`config.mk`:
```
export PLATFORM = sky130hd
export DESIGN_NAME = store_buffer_top
export DESIGN_NICKNAME = d
export VERILOG_FILES = /design/src/verilog/stfwd_pkg.sv /design/src/verilog/store_alloc.sv /design/src/verilog/sb_entry.sv /design/src/verilog/sb_drain.sv /design/src/verilog/l0_cache.sv /design/src/verilog/store_buffer_top.sv
export SDC_FILE = /design/constraint.sdc
export NUM_CORES = 1
export LEC_CHECK = 0
export BUFFER_PORTS_ARGS = -buffer_cell sky130_fd_sc_hd__buf_2
export CORE_MARGIN = 2
export CORE_UTILIZATION = 25
export CTS_BUF_LIST = sky130_fd_sc_hd__clkbuf_8
export DETAILED_ROUTE_END_ITERATION = 12
export GPL_ROUTABILITY_DRIVEN = 1
export PLACE_DENSITY_LB_ADDON = 0.2
export SYNTH_ARGS = -nofsm -noshare
export SYNTH_HDL_FRONTEND = slang
export SYNTH_HIERARCHICAL = 1
export SYNTH_SLANG_ARGS = --single-unit
```
`constraint.sdc`:
```
create_clock -name clk_i -period 12.3 [get_ports clk_i]
set_input_delay 1.845 -clock clk_i [delete_from_list [all_inputs] [get_ports clk_i]]
set_output_delay 1.845 -clock clk_i [all_outputs]
set_load 0.02 [all_outputs]
```
`src/verilog/stfwd_pkg.sv`:
```
package stfwd_pkg;

  // ----------------------------------------------------------------------
  // basic widths
  // ----------------------------------------------------------------------

  // data and address width
  localparam int unsigned XLEN = 32;

  // access width of a load or store
  typedef enum logic [1:0] {
    LS_BYTE = 2'b00,
    LS_HALF = 2'b01,
    LS_WORD = 2'b10
  } ldst_width_t;

  // ----------------------------------------------------------------------
  // store request and buffered record
  // ----------------------------------------------------------------------

  // incoming store, also the drain payload toward memory
  typedef struct packed {
    logic [XLEN-1:0] addr;
    ldst_width_t     width;
    logic [XLEN-1:0] value;
  } st_req_t;

  // one buffer slot, valid plus the request fields
  typedef struct packed {
    logic            valid;
    logic [XLEN-1:0] addr;
    ldst_width_t     width;
    logic [XLEN-1:0] value;
  } st_rec_t;

  // load forwarding result
  typedef struct packed {
    logic            hit;
    logic [XLEN-1:0] value;
  } fwd_rsp_t;

  // stores whose address masks to zero sit in the reserved low 4 KiB
  // and never enter the lookup cache
  localparam logic [XLEN-1:0] FWD_MASK = 32'hFFFF_F000;

endpackage

```
`src/verilog/store_alloc.sv`:
```
`timescale 1ns/1ps

module store_alloc #(
  parameter int unsigned STBUFF_DEPTH = 4
) (
  input  logic                                clk_i,
  input  logic                                rst_n_i,
  // store input port
  input  logic                                st_valid_i,
  input  stfwd_pkg::st_req_t                  st_req_i,
  output logic                                st_ready_o,
  // valid bits of all entries, tail picked here
  input  logic [STBUFF_DEPTH-1:0]             tail_valid_i,
  // write port of the entry array
  output logic [STBUFF_DEPTH-1:0]             wr_en_o,
  output stfwd_pkg::st_req_t                  wr_req_o,
  // lookup cache record request
  output logic                                upd_o,
  output logic [$clog2(STBUFF_DEPTH)-1:0]     upd_idx_o
);

  localparam int unsigned IdxW = $clog2(STBUFF_DEPTH);

  // tail pointer, next slot to fill
  logic [IdxW-1:0] tail_q;
  logic            accept;

  // ----------------------------------------------------------------------
  // handshake
  // ----------------------------------------------------------------------

  // room only while the tail slot is empty
  assign st_ready_o = ~tail_valid_i[tail_q];
  assign accept     = st_valid_i & st_ready_o;

  // ----------------------------------------------------------------------
  // tail pointer
  // ----------------------------------------------------------------------

  // depth is a power of two, so plain wrap
  always_ff @(posedge clk_i or negedge rst_n_i) begin
    if (!rst_n_i) begin
      tail_q <= '0;
    end else if (accept) begin
      tail_q <= tail_q + 1'b1;
    end
  end

  // ----------------------------------------------------------------------
  // entry write and cache record
  // ----------------------------------------------------------------------

  // one-hot strobe on the tail slot
  assign wr_en_o   = accept ? (STBUFF_DEPTH'(1) << tail_q) : '0;
  assign wr_req_o  = st_req_i;

  // cache records the same slot on the same edge
  assign upd_o     = accept;
  assign upd_idx_o = tail_q;

endmodule

```
`src/verilog/sb_entry.sv`:
```
`timescale 1ns/1ps

module sb_entry (
  input  logic               clk_i,
  input  logic               rst_n_i,
  // write from the allocator
  input  logic               wr_en_i,
  input  stfwd_pkg::st_req_t wr_req_i,
  // clear from the drain side
  input  logic               clr_i,
  // current contents
  output stfwd_pkg::st_rec_t rec_o
);

  // occupancy flag
  logic               valid_q;
  // stored request
  stfwd_pkg::st_req_t req_q;

  // ----------------------------------------------------------------------
  // valid bit
  // ----------------------------------------------------------------------

  // write wins over clear, so a reused slot stays full
  always_ff @(posedge clk_i or negedge rst_n_i) begin
    if (!rst_n_i) begin
      valid_q <= 1'b0;
    end else if (wr_en_i) begin
      valid_q <= 1'b1;
    end else if (clr_i) begin
      valid_q <= 1'b0;
    end
  end

  // payload, only meaningful while valid
  always_ff @(posedge clk_i) begin
    if (wr_en_i) begin
      req_q <= wr_req_i;
    end
  end

  // record view
  assign rec_o.valid = valid_q;
  assign rec_o.addr  = req_q.addr;
  assign rec_o.width = req_q.width;
  assign rec_o.value = req_q.value;

endmodule

```
`src/verilog/sb_drain.sv`:
```
`timescale 1ns/1ps

module sb_drain #(
  parameter int unsigned STBUFF_DEPTH = 4
) (
  input  logic                            clk_i,
  input  logic                            rst_n_i,
  // all entries
  input  stfwd_pkg::st_rec_t              recs_i [STBUFF_DEPTH],
  // one-hot clear toward the entries
  output logic [STBUFF_DEPTH-1:0]         clr_o,
  // memory drain port
  output logic                            mem_valid_o,
  output stfwd_pkg::st_req_t              mem_req_o,
  input  logic                            mem_ready_i,
  // indexed read for forwarding
  input  logic [$clog2(STBUFF_DEPTH)-1:0] rd_idx_i,
  output stfwd_pkg::st_rec_t              rd_rec_o
);

  localparam int unsigned IdxW = $clog2(STBUFF_DEPTH);

  // head pointer, oldest store
  logic [IdxW-1:0]    head_q;
  stfwd_pkg::st_rec_t head_rec;
  logic               pop;

  // ----------------------------------------------------------------------
  // head presentation
  // ----------------------------------------------------------------------

  assign head_rec    = recs_i[head_q];
  assign mem_valid_o = head_rec.valid;

  // strip the valid bit for the memory side
  assign mem_req_o.addr  = head_rec.addr;
  assign mem_req_o.width = head_rec.width;
  assign mem_req_o.value = head_rec.value;

  // ----------------------------------------------------------------------
  // pop and head advance
  // ----------------------------------------------------------------------

  assign pop   = mem_valid_o & mem_ready_i;
  // free the head slot at the edge of the handshake
  assign clr_o = pop ? (STBUFF_DEPTH'(1) << head_q) : '0;

  always_ff @(posedge clk_i or negedge rst_n_i) begin
    if (!rst_n_i) begin
      head_q <= '0;
    end else if (pop) begin
      head_q <= head_q + 1'b1;
    end
  end

  // ----------------------------------------------------------------------
  // forwarding read
  // ----------------------------------------------------------------------

  // slot named by the lookup cache, same cycle
  assign rd_rec_o = recs_i[rd_idx_i];

endmodule

```
`src/verilog/l0_cache.sv`:
```
`timescale 1ns/1ps

module l0_cache #(
  parameter int unsigned STBUFF_DEPTH = 4
) (
  input  logic                                  clk_i,
  input  logic                                  rst_n_i,
  // drop all lines
  input  logic                                  flush_i,
  // record request from the allocator
  input  logic                                  upd_i,
  input  logic [$clog2(STBUFF_DEPTH)-1:0]       upd_idx_i,
  input  logic [stfwd_pkg::XLEN-1:0]            upd_addr_i,
  // load lookup
  input  logic [stfwd_pkg::XLEN-1:0]            ld_addr_i,
  input  stfwd_pkg::ldst_width_t                ld_width_i,
  // indexed read of the store buffer
  output logic [$clog2(STBUFF_DEPTH)-1:0]       st_idx_o,
  input  stfwd_pkg::st_rec_t                    st_rec_i,
  // forwarding result
  output stfwd_pkg::fwd_rsp_t                   fwd_o
);

  localparam int unsigned IdxW = $clog2(STBUFF_DEPTH);
  localparam int unsigned TagW = stfwd_pkg::XLEN - IdxW;

  // one cache line
  typedef struct packed {
    logic            valid;
    logic [TagW-1:0] tag;
    logic [IdxW-1:0] st_idx;
  } line_t;

  line_t           lines_q [STBUFF_DEPTH];

  logic [IdxW-1:0] upd_line;
  logic [TagW-1:0] upd_tag;
  logic            upd_ok;
  logic [IdxW-1:0] ld_line;
  logic [TagW-1:0] ld_tag;
  line_t           ld_hit_line;
  logic            line_hit;
  logic            entry_hit;

  // ----------------------------------------------------------------------
  // table update
  // ----------------------------------------------------------------------

  // low bits pick the line, the rest is the tag
  assign upd_line = upd_addr_i[IdxW-1:0];
  assign upd_tag  = upd_addr_i[stfwd_pkg::XLEN-1 -: TagW];
  // reserved region never recorded
  assign upd_ok   = upd_i & ((upd_addr_i & stfwd_pkg::FWD_MASK) != '0);

  // flush wins over a same-cycle record
  always_ff @(posedge clk_i or negedge rst_n_i) begin
    if (!rst_n_i) begin
      for (int i = 0; i < STBUFF_DEPTH; i++) begin
        lines_q[i] <= '0;
      end
    end else if (flush_i) begin
      for (int i = 0; i < STBUFF_DEPTH; i++) begin
        lines_q[i].valid <= 1'b0;
      end
    end else if (upd_ok) begin
      lines_q[upd_line] <= '{valid: 1'b1, tag: upd_tag, st_idx: upd_idx_i};
    end
  end

  // ----------------------------------------------------------------------
  // forwarding decision
  // ----------------------------------------------------------------------

  assign ld_line     = ld_addr_i[IdxW-1:0];
  assign ld_tag      = ld_addr_i[stfwd_pkg::XLEN-1 -: TagW];
  assign ld_hit_line = lines_q[ld_line];
  assign line_hit    = ld_hit_line.valid & (ld_hit_line.tag == ld_tag);
  assign st_idx_o    = ld_hit_line.st_idx;

  // pointed entry still live with the load's tag and width
  assign entry_hit = st_rec_i.valid
                   & (st_rec_i.addr[stfwd_pkg::XLEN-1 -: TagW] == ld_tag)
                   & (st_rec_i.width == ld_width_i);

  assign fwd_o.hit   = line_hit & entry_hit;
  // value zeroed on a miss
  assign fwd_o.value = fwd_o.hit ? st_rec_i.value : '0;

endmodule

```
`src/verilog/store_buffer_top.sv`:
```
`timescale 1ns/1ps

module store_buffer_top #(
  parameter int unsigned STBUFF_DEPTH = 4
) (
  input  logic                         clk_i,
  input  logic                         rst_n_i,
  input  logic                         flush_i,
  // store input
  input  logic                         st_valid_i,
  input  stfwd_pkg::st_req_t           st_req_i,
  output logic                         st_ready_o,
  // memory drain
  output logic                         mem_valid_o,
  output stfwd_pkg::st_req_t           mem_req_o,
  input  logic                         mem_ready_i,
  // load forwarding
  input  logic [stfwd_pkg::XLEN-1:0]   ld_addr_i,
  input  stfwd_pkg::ldst_width_t       ld_width_i,
  output stfwd_pkg::fwd_rsp_t          fwd_o
);

  localparam int unsigned IdxW = $clog2(STBUFF_DEPTH);

  // ----------------------------------------------------------------------
  // internal wiring
  // ----------------------------------------------------------------------

  // entry array view
  stfwd_pkg::st_rec_t      recs [STBUFF_DEPTH];
  logic [STBUFF_DEPTH-1:0] ent_valid;

  // allocator to entries and cache
  logic [STBUFF_DEPTH-1:0] wr_en;
  stfwd_pkg::st_req_t      wr_req;
  logic                    upd;
  logic [IdxW-1:0]         upd_idx;

  // drain to entries
  logic [STBUFF_DEPTH-1:0] clr;

  // cache indexed read
  logic [IdxW-1:0]         rd_idx;
  stfwd_pkg::st_rec_t      rd_rec;

  // ----------------------------------------------------------------------
  // allocator
  // ----------------------------------------------------------------------

  store_alloc #(
    .STBUFF_DEPTH (STBUFF_DEPTH)
  ) u_alloc (
    .clk_i        (clk_i),
    .rst_n_i      (rst_n_i),
    .st_valid_i   (st_valid_i),
    .st_req_i     (st_req_i),
    .st_ready_o   (st_ready_o),
    .tail_valid_i (ent_valid),
    .wr_en_o      (wr_en),
    .wr_req_o     (wr_req),
    .upd_o        (upd),
    .upd_idx_o    (upd_idx)
  );

  // ----------------------------------------------------------------------
  // entry ring
  // ----------------------------------------------------------------------

  for (genvar g = 0; g < STBUFF_DEPTH; g++) begin : g_entry
    sb_entry u_entry (
      .clk_i    (clk_i),
      .rst_n_i  (rst_n_i),
      .wr_en_i  (wr_en[g]),
      .wr_req_i (wr_req),
      .clr_i    (clr[g]),
      .rec_o    (recs[g])
    );
    // valid bits gathered for the allocator
    assign ent_valid[g] = recs[g].valid;
  end

  // ----------------------------------------------------------------------
  // drain and lookup cache
  // ----------------------------------------------------------------------

  sb_drain #(
    .STBUFF_DEPTH (STBUFF_DEPTH)
  ) u_drain (
    .clk_i       (clk_i),
    .rst_n_i     (rst_n_i),
    .recs_i      (recs),
    .clr_o       (clr),
    .mem_valid_o (mem_valid_o),
    .mem_req_o   (mem_req_o),
    .mem_ready_i (mem_ready_i),
    .rd_idx_i    (rd_idx),
    .rd_rec_o    (rd_rec)
  );

  l0_cache #(
    .STBUFF_DEPTH (STBUFF_DEPTH)
  ) u_l0 (
    .clk_i      (clk_i),
    .rst_n_i    (rst_n_i),
    .flush_i    (flush_i),
    .upd_i      (upd),
    .upd_idx_i  (upd_idx),
    .upd_addr_i (wr_req.addr),
    .ld_addr_i  (ld_addr_i),
    .ld_width_i (ld_width_i),
    .st_idx_o   (rd_idx),
    .st_rec_i   (rd_rec),
    .fwd_o      (fwd_o)
  );

endmodule

```
==> metrics.txt <==
area of the multi-input gates=6944 um2; postcts setup bufs=0; Net Sw Power=1.961 mW; sw frac=36.12%; yosys synthesis warning count=6; type of the tightest min-delay check=reg -> reg; synthesis-to-layout area growth=14.93%; Arr. time, crit path=7.01 ns; full die area=79990 um2; most common cell after layout, fill and taps aside=edfxtp_1; Clock Root Buffer=clkbuf_8; largest net degree at the start of global routing=84; Die Wd=282.8 um; Worst Hold Endpoint=u_l0/lines_q[131]; final WL=58050 um; flop-to-flop setup slack=9.41 ns; Syn Std Cell Area=19430 um2; vias in the first global route=11307; Post-CTS Resized=0; RePlAce Congestion=0.7634; CP required=10.45 ns; Clock Power Share=22.5%; Clk Latency, worst-skew pair=0.64 ns; layout filler cell count=7742; Final Hold Vio Count=0; I/O pins=206; Final min period=8.854 ns; dpl hpwl=38660 um; total power=5.429 mW; first-pass GRT wire length=82540 um; Initial Util=25.17%; final period utilization=71.99%; Avg Vias per Cell=4.611; Reg clk slew, reported paths=0.06 ns; hold_sp=u_l0/lines_q[131]; r2r endpoint=g_entry[3].u_entry/rec_o[6]; crit path kind=in -> out; RSZ-0062 raised after global routing=false; H-tree levels=3; cell-internal power=3.468 mW; Final setup viols=0; Final Skew=0.02889 ns; Reg area=11440 um2; Worst R2R Start=u_alloc/upd_idx_o[1]; worst reg-to-reg path cell count=4; Routed wire per std cell=24.63 um; Max Cap Viol=0; startpoint types=input port; Global Route Usage Sum=14.51%; max frequency=112.9 MHz; Residual DRC=0; Max FO, Critical Path=33; Core Util, Final=28.93%; Clock Path Buffers=3; Hold Path Depth=1; max-slew violation count=0; FP Rows=102; vias post-DR=10869; DRT iter0 DRCs=725; initial antenna violation count=11; post-synthesis cell count=1092; Fin Setup TNS=0 ns; total grt overflow=0; placed cells=2220; Worst slew margin=28.52%; Port Buffer Count=205; CTS buffer count=74; Leak=8.088 nW; Finished Layout Cells=2357; CTS tree=yes; First-pass DRT Iterations=5; layout cells sized above 1=49.66%; core footprint=77210 um2; Post-DRT Antenna Nets=0; Sink Count=404; maximum VDD drop=0.09602 mV; outcome=completed; Die Y=282.8 um; Nets=1369; Combinational Power Share=38.8%; most frequent cells in the layout=edfxtp_1 (264), buf_2 (204), mux4_2 (153); sequential share of power=38.8%; synthesized area per cell=17.80 um2; # hold bufs at CTS=0; Least-Margin Pin Slew=1.072 ns; CP Capture Type=output pin; Synth Net Count=1205; Cell Pwr Density=243.0 nW/um2
==> sequential cells by signal, indices dropped and copies added (netlist names) <==
signal,count
g_entry.u_entry/rec_o,264
g_entry.u_entry/valid_q,4
u_alloc/upd_idx_o,2
u_drain/head_q,2
u_l0/lines_q,132
==> critical path: stages <==
cell	delay [ns]
buf_2	0.37
mux4_4	0.85
buf_4	0.42
buf_4	0.59
mux4_2	0.60
xnor2_1	0.24
nand3_1	0.10
or4_2	1.15
nor4_1	0.45
buf_2	0.23
==> per-stage QoR <==
step / cell area [um2] / setup slack (ns) / hold WS [ns]
floorplan: 19430 / 4.725 / 0.4491
global placement: 20930 / 3.493 / 0.4697
detailed placement: 20930 / 3.352 / 0.4707
CTS: 22330 / 3.338 / 0.4847
global route: 22330 / 3.051 / 0.4914
finish: 22340 / 3.446 / 0.4816
==> power groups by stage <==
stage | clock [mW] | sequential [mW] | combinational (mW)
after global placement | 0 | 2.13 | 2.15
after detailed placement | 0 | 2.13 | 2.16
after CTS | 1.27 | 2.11 | 2.17
final | 1.22 | 2.10 | 2.10
after floorplan | 0 | 2.00 | 1.59
after global routing | 1.32 | 2.16 | 2.25
==> per-layer routing <==
layer,vias up,routed length [um],track usage [%]
met1,5798,25660,19.65
met5,-,30,0
met3,96,3820,3.713
li1,4607,-,-
met4,4,1316,3.853
met2,364,27210,23.11
==> worst max-delay path by stage <==
stage	end	from	slack, ns	depth (start not counted)
floorplan	fwd_o[0]	ld_addr_i[0]	4.72	15
global placement	fwd_o[31]	ld_addr_i[0]	3.49	10
detailed placement	fwd_o[29]	ld_addr_i[0]	3.35	10
CTS	fwd_o[29]	ld_addr_i[0]	3.34	10
global route	fwd_o[21]	ld_addr_i[0]	3.05	10
finish	fwd_o[29]	ld_addr_i[0]	3.45	10
==> final cells by class <==
class	count	area share, %
Sequential cell	404	51.21
Clock inverter	51	1.182
Inverter	20	0.3361
Multi-Input combinational cell	532	31.09
Tap cell	1040	5.826
Timing Repair Buffer	224	5.260
Antenna cell	4	0.04481
Clock buffer	82	5.053
Note: power is estimated with default switching activity, not from simulation.
